## src/rtl/ifetch_defines.svh

```systemverilog
`ifndef IFETCH_DEFINES_SVH
`define IFETCH_DEFINES_SVH

// data and address width
`define XLEN 32

// cache geometry, all as log2
`define CACHE_WORDS_LOG2 7
`define LINE_WORDS_LOG2 4
`define LINE_COUNT_LOG2 (`CACHE_WORDS_LOG2 - `LINE_WORDS_LOG2)

// high address bits outside the cached space
`define UNUSED_ADDR_BITS 10
`define TAG_BITS (`XLEN - `UNUSED_ADDR_BITS - `LINE_WORDS_LOG2 - 2)

// byte address of the vector table
`define VTABLE_BASE 32'h0000_0400

`endif

```

## src/rtl/ifetch_pkg.sv

```systemverilog
`include "ifetch_defines.svh"

package ifetch_pkg;

  // fetch address split into its cache fields
  typedef struct packed {
    logic [`UNUSED_ADDR_BITS-1:0] unused;
    logic [`TAG_BITS-1:0]         tag;
    logic [`LINE_WORDS_LOG2-1:0]  word;
    logic [1:0]                   byte_off;
  } fetch_fields_t;

  typedef union packed {
    logic [`XLEN-1:0] raw;
    fetch_fields_t    f;
  } fetch_addr_u;

  typedef struct packed {
    logic                 valid;
    logic [`TAG_BITS-1:0] tag;
  } tag_entry_t;

  // wishbone classic master side, word addressed
  typedef struct packed {
    logic             cyc;
    logic             stb;
    logic [3:0]       sel;
    logic [`XLEN-3:0] adr;
  } wb_req_t;

  typedef struct packed {
    logic [`XLEN-1:0] dat;
    logic             ack;
    logic             err;
  } wb_rsp_t;

  // one bus user toward the arbiter
  typedef struct packed {
    logic             req;
    logic             stb;
    logic [`XLEN-3:0] adr;
  } bus_user_req_t;

endpackage

```

## src/rtl/icache_data_ram.sv

```systemverilog
`timescale 1ns/100ps
`include "ifetch_defines.svh"

module icache_data_ram (
  input  logic                         clk_i,
  input  logic                         we_i,
  input  logic [`CACHE_WORDS_LOG2-1:0] waddr_i,
  input  logic [`XLEN-1:0]             wdata_i,
  input  logic                         re_i,
  input  logic [`CACHE_WORDS_LOG2-1:0] raddr_i,
  output logic [`XLEN-1:0]             rdata_o,
  output logic                         rvalid_o
);

  localparam int WORDS = 1 << `CACHE_WORDS_LOG2;

  logic [`XLEN-1:0] mem [WORDS];

  always_ff @(posedge clk_i) begin
    if (we_i) begin
      mem[waddr_i] <= wdata_i;
    end
  end

  // read data holds until the next enabled read
  always_ff @(posedge clk_i) begin
    if (re_i) begin
      rdata_o <= mem[raddr_i];
    end
    rvalid_o <= re_i;
  end

endmodule

```

## src/rtl/icache_tag_store.sv

```systemverilog
`timescale 1ns/100ps
`include "ifetch_defines.svh"

module icache_tag_store (
  input  logic                        clk_i,
  input  logic                        reset_i,
  input  ifetch_pkg::fetch_addr_u     lookup_addr_i,
  output logic                        hit_o,
  output logic [`LINE_COUNT_LOG2-1:0] hit_line_o,
  output logic [`LINE_COUNT_LOG2-1:0] victim_line_o,
  input  logic                        install_i,
  input  ifetch_pkg::tag_entry_t      install_tag_i
);

  import ifetch_pkg::*;

  localparam int LINES = 1 << `LINE_COUNT_LOG2;

  tag_entry_t                  tags [LINES];
  logic [`LINE_COUNT_LOG2-1:0] rr_ptr;
  logic [LINES-1:0]            match_vec;
  logic [LINES-1:0]            dup_vec;

  // fully associative search over every line
  always_comb begin
    hit_o      = 1'b0;
    hit_line_o = '0;
    for (int i = 0; i < LINES; i++) begin
      match_vec[i] = tags[i].valid && (tags[i].tag == lookup_addr_i.f.tag);
      dup_vec[i]   = tags[i].valid && (tags[i].tag == install_tag_i.tag);
      if (match_vec[i]) begin
        hit_o      = 1'b1;
        hit_line_o = i[`LINE_COUNT_LOG2-1:0];
      end
    end
  end

  // oldest filled line is the next victim
  assign victim_line_o = rr_ptr;

  always_ff @(posedge clk_i) begin
    if (reset_i) begin
      rr_ptr <= '0;
      for (int j = 0; j < LINES; j++) begin
        tags[j].valid <= 1'b0;
      end
    end else if (install_i) begin
      tags[rr_ptr] <= install_tag_i;
      rr_ptr       <= rr_ptr + 1'b1;
    end
  end

  // a refill only follows a real miss, so a tag is never stored twice
  a_unique_tag : assert property (
    @(posedge clk_i) disable iff (reset_i)
    install_i |-> (dup_vec == '0)
  );

endmodule

```

## src/rtl/icache_line_fill.sv

```systemverilog
`timescale 1ns/100ps
`include "ifetch_defines.svh"

module icache_line_fill (
  input  logic                         clk_i,
  input  logic                         reset_i,
  input  logic                         start_i,
  input  ifetch_pkg::fetch_addr_u      miss_addr_i,
  input  logic [`LINE_COUNT_LOG2-1:0]  victim_line_i,
  output logic                         busy_o,
  output ifetch_pkg::bus_user_req_t    bus_o,
  input  logic                         grant_i,
  input  ifetch_pkg::wb_rsp_t          rsp_i,
  output logic                         ram_we_o,
  output logic [`CACHE_WORDS_LOG2-1:0] ram_waddr_o,
  output logic                         install_o,
  output ifetch_pkg::tag_entry_t       install_tag_o
);

  import ifetch_pkg::*;

  localparam logic [1:0] S_IDLE = 2'd0;
  localparam logic [1:0] S_ARB  = 2'd1;
  localparam logic [1:0] S_READ = 2'd2;
  localparam logic [1:0] S_DONE = 2'd3;

  logic [1:0]                  state;
  logic [`LINE_WORDS_LOG2-1:0] word_idx;
  fetch_addr_u                 miss_addr_q;
  logic [`LINE_COUNT_LOG2-1:0] line_q;
  logic                        word_ack;

  // ack only counts while this unit owns the bus
  assign word_ack = (state == S_READ) && grant_i && rsp_i.ack;

  always_ff @(posedge clk_i) begin
    if (reset_i) begin
      state    <= S_IDLE;
      word_idx <= '0;
    end else begin
      case (state)
        S_IDLE: begin
          if (start_i) begin
            state    <= S_ARB;
            word_idx <= '0;
          end
        end
        S_ARB: begin
          if (grant_i) begin
            state <= S_READ;
          end
        end
        S_READ: begin
          if (word_ack) begin
            word_idx <= word_idx + 1'b1;
            if (word_idx == '1) begin
              state <= S_DONE;
            end
          end
        end
        default: begin
          state <= S_IDLE;
        end
      endcase
    end
  end

  always_ff @(posedge clk_i) begin
    if ((state == S_IDLE) && start_i) begin
      miss_addr_q <= miss_addr_i;
      line_q      <= victim_line_i;
    end
  end

  assign busy_o = (state != S_IDLE);

  // next word address follows the counter, so reads run back to back
  assign bus_o.req = (state == S_ARB) || (state == S_READ);
  assign bus_o.stb = (state == S_READ);
  assign bus_o.adr = {{`UNUSED_ADDR_BITS{1'b0}}, miss_addr_q.f.tag, word_idx};

  assign ram_we_o    = word_ack;
  assign ram_waddr_o = {line_q, word_idx};

  assign install_o     = (state == S_DONE);
  assign install_tag_o = '{valid: 1'b1, tag: miss_addr_q.f.tag};

  // a granted ack with no refill running would be a stray slave reply
  a_no_idle_ack : assert property (
    @(posedge clk_i) disable iff (reset_i)
    (state == S_IDLE) |-> !(grant_i && rsp_i.ack)
  );

endmodule

```

## src/rtl/vector_fetch.sv

```systemverilog
`timescale 1ns/100ps
`include "ifetch_defines.svh"

module vector_fetch (
  input  logic                      clk_i,
  input  logic                      reset_i,
  input  logic                      fetch_i,
  input  logic                      irq_i,
  input  logic [`XLEN-1:0]          vtable_offset_i,
  output logic                      pending_o,
  output logic                      busy_o,
  output ifetch_pkg::bus_user_req_t bus_o,
  input  logic                      grant_i,
  input  ifetch_pkg::wb_rsp_t       rsp_i,
  output logic [`XLEN-1:0]          vec_pc_o,
  output logic                      vec_pc_valid_o
);

  localparam logic [1:0] S_IDLE = 2'd0;
  localparam logic [1:0] S_ARB  = 2'd1;
  localparam logic [1:0] S_READ = 2'd2;
  localparam logic [1:0] S_DONE = 2'd3;

  localparam logic [`XLEN-1:0] VTABLE_BASE_C = `VTABLE_BASE;

  logic [1:0]       state;
  logic             not_vectored;
  logic             irq_catch;
  logic [`XLEN-3:0] vec_adr;
  logic             start;
  logic             vec_ack;

  assign pending_o = not_vectored | irq_catch;
  assign start     = (state == S_IDLE) && fetch_i && pending_o;
  assign vec_ack   = (state == S_READ) && grant_i && rsp_i.ack;

  always_ff @(posedge clk_i) begin
    if (reset_i) begin
      state          <= S_IDLE;
      not_vectored   <= 1'b1;
      irq_catch      <= 1'b0;
      vec_pc_valid_o <= 1'b0;
    end else begin
      vec_pc_valid_o <= vec_ack;
      // an interrupt during a lookup stays pending for the next one
      if (irq_i) begin
        irq_catch <= 1'b1;
      end else if (start) begin
        irq_catch <= 1'b0;
      end
      if (start) begin
        not_vectored <= 1'b0;
      end
      case (state)
        S_IDLE: if (start) state <= S_ARB;
        S_ARB:  if (grant_i) state <= S_READ;
        S_READ: if (vec_ack) state <= S_DONE;
        default: state <= S_IDLE;
      endcase
    end
  end

  // offset is taken when the bus is granted
  always_ff @(posedge clk_i) begin
    if ((state == S_ARB) && grant_i) begin
      vec_adr <= VTABLE_BASE_C[`XLEN-1:2] + vtable_offset_i[`XLEN-1:2];
    end
    if (vec_ack) begin
      vec_pc_o <= rsp_i.dat;
    end
  end

  assign busy_o    = (state != S_IDLE);
  assign bus_o.req = (state == S_ARB) || (state == S_READ);
  assign bus_o.stb = (state == S_READ);
  assign bus_o.adr = vec_adr;

  a_vec_pulse : assert property (
    @(posedge clk_i) disable iff (reset_i)
    vec_pc_valid_o |=> !vec_pc_valid_o
  );

endmodule

```

## src/rtl/fetch_bus_arbiter.sv

```systemverilog
`timescale 1ns/100ps

module fetch_bus_arbiter (
  input  logic                      clk_i,
  input  logic                      reset_i,
  input  ifetch_pkg::bus_user_req_t vec_i,
  input  ifetch_pkg::bus_user_req_t fill_i,
  output logic                      vec_grant_o,
  output logic                      fill_grant_o,
  output logic                      bus_req_o,
  input  logic                      bus_grant_i,
  output ifetch_pkg::wb_req_t       wb_req_o
);

  import ifetch_pkg::*;

  localparam logic [1:0] OWN_NONE = 2'd0;
  localparam logic [1:0] OWN_VEC  = 2'd1;
  localparam logic [1:0] OWN_FILL = 2'd2;

  logic [1:0]    owner;
  bus_user_req_t sel_req;

  // vector fetch wins, owner holds until it drops req
  always_ff @(posedge clk_i) begin
    if (reset_i) begin
      owner <= OWN_NONE;
    end else begin
      case (owner)
        OWN_VEC:  if (!vec_i.req) owner <= OWN_NONE;
        OWN_FILL: if (!fill_i.req) owner <= OWN_NONE;
        default: begin
          if (vec_i.req) begin
            owner <= OWN_VEC;
          end else if (fill_i.req) begin
            owner <= OWN_FILL;
          end
        end
      endcase
    end
  end

  always_comb begin
    case (owner)
      OWN_VEC:  sel_req = vec_i;
      OWN_FILL: sel_req = fill_i;
      default:  sel_req = '0;
    endcase
  end

  assign bus_req_o    = vec_i.req | fill_i.req;
  assign vec_grant_o  = bus_grant_i && (owner == OWN_VEC);
  assign fill_grant_o = bus_grant_i && (owner == OWN_FILL);

  // no strobe leaves without the outside grant
  assign wb_req_o.stb = sel_req.stb && bus_grant_i;
  assign wb_req_o.cyc = sel_req.stb && bus_grant_i;
  assign wb_req_o.sel = 4'hF;
  assign wb_req_o.adr = sel_req.adr;

  // a requester strobes only while it holds its request
  a_stb_in_req : assert property (
    @(posedge clk_i) disable iff (reset_i)
    (!vec_i.stb || vec_i.req) && (!fill_i.stb || fill_i.req)
  );

endmodule

```

## src/rtl/ifetch_top.sv

```systemverilog
`timescale 1ns/100ps
`include "ifetch_defines.svh"

module ifetch_top (
  input  logic                clk_i,
  input  logic                reset_i,
  input  logic                fetch_i,
  input  logic [`XLEN-1:0]    addr_i,
  input  logic                irq_i,
  input  logic [`XLEN-1:0]    vtable_offset_i,
  output logic                busy_o,
  output logic [`XLEN-1:0]    instr_o,
  output logic                instr_valid_o,
  output logic [`XLEN-1:0]    vec_pc_o,
  output logic                vec_pc_valid_o,
  output logic                bus_req_o,
  input  logic                bus_grant_i,
  output ifetch_pkg::wb_req_t wb_req_o,
  input  ifetch_pkg::wb_rsp_t wb_rsp_i
);

  import ifetch_pkg::*;

  fetch_addr_u                  lookup_addr;
  logic                         hit;
  logic [`LINE_COUNT_LOG2-1:0]  hit_line;
  logic [`LINE_COUNT_LOG2-1:0]  victim_line;
  logic                         install;
  tag_entry_t                   install_tag;
  logic                         vec_pending;
  logic                         vec_busy;
  logic                         fill_busy;
  logic                         fill_start;
  logic                         ram_re;
  logic                         ram_we;
  logic [`CACHE_WORDS_LOG2-1:0] ram_waddr;
  bus_user_req_t                vec_bus;
  bus_user_req_t                fill_bus;
  logic                         vec_grant;
  logic                         fill_grant;

  assign lookup_addr.raw = addr_i;

  // a pending vector takes the fetch instead of the cache
  assign ram_re     = fetch_i && hit && !vec_pending;
  assign fill_start = fetch_i && !hit && !vec_pending;
  assign busy_o     = vec_busy | fill_busy;

  icache_tag_store u_tags (
    .clk_i         (clk_i),
    .reset_i       (reset_i),
    .lookup_addr_i (lookup_addr),
    .hit_o         (hit),
    .hit_line_o    (hit_line),
    .victim_line_o (victim_line),
    .install_i     (install),
    .install_tag_i (install_tag)
  );

  icache_data_ram u_ram (
    .clk_i    (clk_i),
    .we_i     (ram_we),
    .waddr_i  (ram_waddr),
    .wdata_i  (wb_rsp_i.dat),
    .re_i     (ram_re),
    .raddr_i  ({hit_line, lookup_addr.f.word}),
    .rdata_o  (instr_o),
    .rvalid_o (instr_valid_o)
  );

  icache_line_fill u_fill (
    .clk_i         (clk_i),
    .reset_i       (reset_i),
    .start_i       (fill_start),
    .miss_addr_i   (lookup_addr),
    .victim_line_i (victim_line),
    .busy_o        (fill_busy),
    .bus_o         (fill_bus),
    .grant_i       (fill_grant),
    .rsp_i         (wb_rsp_i),
    .ram_we_o      (ram_we),
    .ram_waddr_o   (ram_waddr),
    .install_o     (install),
    .install_tag_o (install_tag)
  );

  vector_fetch u_vec (
    .clk_i           (clk_i),
    .reset_i         (reset_i),
    .fetch_i         (fetch_i),
    .irq_i           (irq_i),
    .vtable_offset_i (vtable_offset_i),
    .pending_o       (vec_pending),
    .busy_o          (vec_busy),
    .bus_o           (vec_bus),
    .grant_i         (vec_grant),
    .rsp_i           (wb_rsp_i),
    .vec_pc_o        (vec_pc_o),
    .vec_pc_valid_o  (vec_pc_valid_o)
  );

  fetch_bus_arbiter u_arb (
    .clk_i        (clk_i),
    .reset_i      (reset_i),
    .vec_i        (vec_bus),
    .fill_i       (fill_bus),
    .vec_grant_o  (vec_grant),
    .fill_grant_o (fill_grant),
    .bus_req_o    (bus_req_o),
    .bus_grant_i  (bus_grant_i),
    .wb_req_o     (wb_req_o)
  );

  // instruction fetches are word aligned
  a_fetch_aligned : assert property (
    @(posedge clk_i) disable iff (reset_i)
    fetch_i |-> (lookup_addr.f.byte_off == 2'b00)
  );

endmodule

```

## config.mk

```make
export PLATFORM = sky130hd
export DESIGN_NAME = ifetch_top
export DESIGN_NICKNAME = d
export VERILOG_FILES = /design/src/rtl/ifetch_pkg.sv /design/src/rtl/icache_data_ram.sv /design/src/rtl/icache_tag_store.sv /design/src/rtl/icache_line_fill.sv /design/src/rtl/vector_fetch.sv /design/src/rtl/fetch_bus_arbiter.sv /design/src/rtl/ifetch_top.sv
export VERILOG_INCLUDE_DIRS = /design/src /design/src/rtl
export SDC_FILE = /design/constraint.sdc
export NUM_CORES = 2
export LEC_CHECK = 0
export ABC_CLOCK_PERIOD_IN_PS = 8200
export CORE_MARGIN = 2
export CORE_UTILIZATION = 63
export CTS_BUF_LIST = sky130_fd_sc_hd__clkbuf_8
export DETAILED_ROUTE_END_ITERATION = 8
export DONT_BUFFER_PORTS = 1
export MAX_ROUTING_LAYER = met4
export PLACE_DENSITY = 0.79
export SYNTH_ARGS = -nofsm -noshare
export SYNTH_HDL_FRONTEND = slang
export SYNTH_MEMORY_MAX_BITS = 65536
export SYNTH_SLANG_ARGS = --single-unit
```

## constraint.sdc

```tcl
create_clock -name clk_i -period 8.2 [get_ports clk_i]
set_input_delay 1.64 -clock clk_i [delete_from_list [all_inputs] [get_ports clk_i]]
set_output_delay 1.64 -clock clk_i [all_outputs]
set_load 0.01 [all_outputs]
```

==> impl_metrics.py <==
metrics = {
    "run_status": {
        "outcome": "finished, violations left",
        "violations": "slew limit",
    },
    "synth": {
        "yosysMostFrequentCell": "edfxtp_1",
        "yosys.cell_types.count": 71,
        "ys_seq_area_frac": 0.780,
        "synth-async-reset-ratio": 0,
        "ys_seq_elements": 4362,
        "synth_top_cell_area_share": 0.777,
        "synth.avg_cell_area_um2": 23.1,
        "yosys-top-cells-area": "edfxtp_1 (78%), mux4_2 (16%), nor2_1 (0.73%), xnor2_1 (0.64%), mux2i_1 (0.63%)",
        "syn_area_um2": 168000,
        "synthFlopType": "edfxtp_1",
        "synthCells": 7259,
        "yosys_warnings": 0,
        "netlist_top_cells_count": "edfxtp_1 (4337), mux4_2 (1211), nor2_1 (324)",
        "synth_edf_count": 4337,
        "yosys.area.top_type": "edfxtp_1",
    },
    "detailed_routing": {
        "vias_per_cell": 6.93,
        "route.detailed.wl_per_inst_um": 35.9,
        "wl_um": 424000,
        "dr.pass1.iters": 6,
        "num_vias": 81786,
        "drc": 0,
        "final_antenna_net_count": 0,
        "drt-initial-drc-count": 14818,
    },
    "worst_setup_path": {
        "critPathMostFrequentCell": "buf_16",
        "cp_cell_sequence": "buf_16 -> buf_16 -> buf_16 -> buf_16 -> mux4_2 -> mux4_2 -> nor2_1 -> nor2_1 -> o221ai_1 -> a21oi_1",
        "path_max_fanout": 142,
        "slowest_stage": "buf_16",
        "endpoint_kind": "flop",
        "crit_required_ns": 9.09,
        "path_buf_inv": 4,
        "slowest_delay_ns": 0.73,
        "crit_family": "buffers and inverters",
        "start_kind": "input pin",
        "worstPathArrival_ns": 7.01,
        "worstSetupPathType": "input pin to flop",
    },
    "sta": {
        "final_hold_viol_count": 0,
        "slew_viol_final": 783,
        "relSlewSlack": -0.353,
        "tns_ns": 0,
        "clock_skew_ns": 0.0649,
        "finalCriticalPeriod_ns": 6.13,
        "period_share": 0.747,
        "rsz0062_at_grt": "false",
        "tightest_slew_ns": 2.03,
        "fmax_ghz": 0.163,
        "setup_violations": 0,
    },
    "die": {
        "io_pins": 207,
        "dieArea_um2": 270000,
        "die_y_um": 520,
        "die_x_um": 520,
        "core_um2": 265000,
        "start_util": 0.633,
        "rows": 189,
    },
    "finish": {
        "fin_cells": 11804,
        "drive_above_1_share": 0.292,
        "finish.net_count": 7857,
        "syn2layout_area_growth_pct": 10.5,
        "design_area_um2": 185000,
    },
    "place": {
        "hpwlAfterDp_um": 225000,
        "place_area_um2": 173000,
        "place_inst": 10607,
        "place_congestion": 0.919,
        "place.port_buffers": 0,
    },
    "clock_tree": {
        "cts_root_buf": "clkbuf_8",
        "clock_latency_ns": 1.18,
        "cts.path.max_buffers": 4,
        "htree_levels": 6,
        "ctsResizeCount": 0,
        "cts.sink_count": 4362,
        "cts_setup_buffers": 0,
        "path_clk_slew_ns": 0.06,
        "cts_tree": "yes",
        "numCtsBuffers": 660,
        "cts_hold_buf": 0,
    },
    "global_routing": {
        "grt_max_degree": 1011,
        "grt_pass1_vias": 81995,
        "gr-total-overflow": 0,
        "antenna_found_initial": 22,
        "grt_pass1_wl_um": 595000,
        "track_usage": 0.324,
    },
    "hold_path": {
        "hold_class": "flop to flop",
    },
    "job": {
        "drv_cap": 0,
    },
    "pwr": {
        "p_total_mw": 42.6,
        "p_leak_nw": 58.0,
        "ir_drop_v": 0.000226,
        "cellPowerDensity_nw_per_um2": 230,
    },
}
==> logic make-up after synthesis <==
kind of cell	after synthesis	share of synthesized area
flip-flops	4362	0.780
adder cells (fa/ha/maj)	12	0.000896
other	1	0.0000224
multiplexers	1335	0.170
AND/OR/NAND/NOR	697	0.0190
AO/OA/AOI/OAI	303	0.0122
XOR/XNOR	150	0.00784
buffers and inverters	399	0.0101
==> area by class of cell <==
type | instances | area, um2
inverters | 15 | 63.8
clock inverters | 512 | 2750
clock buffers | 665 | 9150
multi-input cells | 2501 | 36300
repair buffers | 202 | 1790
diodes | 14 | 35.0
flip-flops and latches | 4362 | 131000
well taps | 3533 | 4420
fillers | 14809 | 79600
==> stage by stage <==
stage	worst slack (ns)	hold WS, ns	util
6_report	2.07	0.469	0.699
3_5_place_dp	1.04	0.455	0.654
2_1_floorplan	2.89	0.430	-
4_1_cts	2.28	0.442	0.699
5_1_grt	1.81	0.479	0.699
3_3_place_gp	1.03	0.439	0.654
==> worst register-to-register path: stages (launching register included) <==
cell and delay [ns]:
edfxtp_1 0.38, xor2_1 0.18, or4_1 0.56, or4_1 0.62
o22a_1 0.53, o21ai_4 0.21, buf_4 0.71, mux4_2 0.65
a211oi_1 1.03, o21ai_1 0.18
==> state kept, by name, summed over array words and instances, names as in the netlist <==
| name | count |
|---|---|
| u_vec.irq_catch | 1 |
| u_tags.victim_line_o | 3 |
| u_ram.rdata_o | 32 |
| u_vec.vec_pc_o | 32 |
| u_vec.vec_adr | 30 |
| u_fill.line_q | 3 |
| u_arb.owner | 2 |
| u_fill.miss_addr_q | 16 |
| u_vec.state | 2 |
| u_vec.vec_pc_valid_o | 1 |
| u_ram.rvalid_o | 1 |
| u_vec.not_vectored | 1 |
| u_tags.tags | 136 |
| u_fill.word_idx | 4 |
| u_fill.state | 2 |
| u_ram.mem | 4096 |
==> per-layer routing <==
layer	global-route usage	up-vias	routed length (um)
met5	-	-	0
met4	0.129	0	19200
met2	0.486	6476	202000
met3	0.0824	896	58800
met1	0.434	42512	144000
li1	-	31902	-
==> path summary, 6_finish.rpt <==
| kind | from | endpoint | slack [ns] | cells after the start |
|---|---|---|---|---|
| setup / recovery | addr_i[2] | u_ram.rdata_o[31] | 2.07 | 10 |
| hold / removal | u_vec.not_vectored | u_vec.not_vectored | 0.47 | 2 |
| setup reg to reg | u_tags.tags[7][8] | u_ram.rdata_o[9] | 2.83 | 9 |
| hold reg to reg | u_vec.not_vectored | u_vec.not_vectored | 0.47 | 2 |
==> cells in the final DEF, fill, tap and decap left out, drive strengths merged, types with 26 or more instances in the layout <==
cell type / count
nand4: 38
nor3: 33
mux2i: 105
inv: 258
xnor2: 122
edfxtp: 4337
nor2: 325
clkinv: 248
clkbuf: 665
a21o: 26
o21ai: 77
nand3: 46
buf: 202
nand2: 139
a21oi: 55
mux4: 1211
xor2: 28
a211oi: 34
==> where the power goes <==
part	switching, mW	total (mW)	internal (mW)
Sequential	0.0487	24.6	24.5
Combinational	0.852	1.62	0.767
Clock	8.35	16.3	7.98
Total	9.25	42.6	33.3
Note: power is estimated with default switching activity, not from simulation.
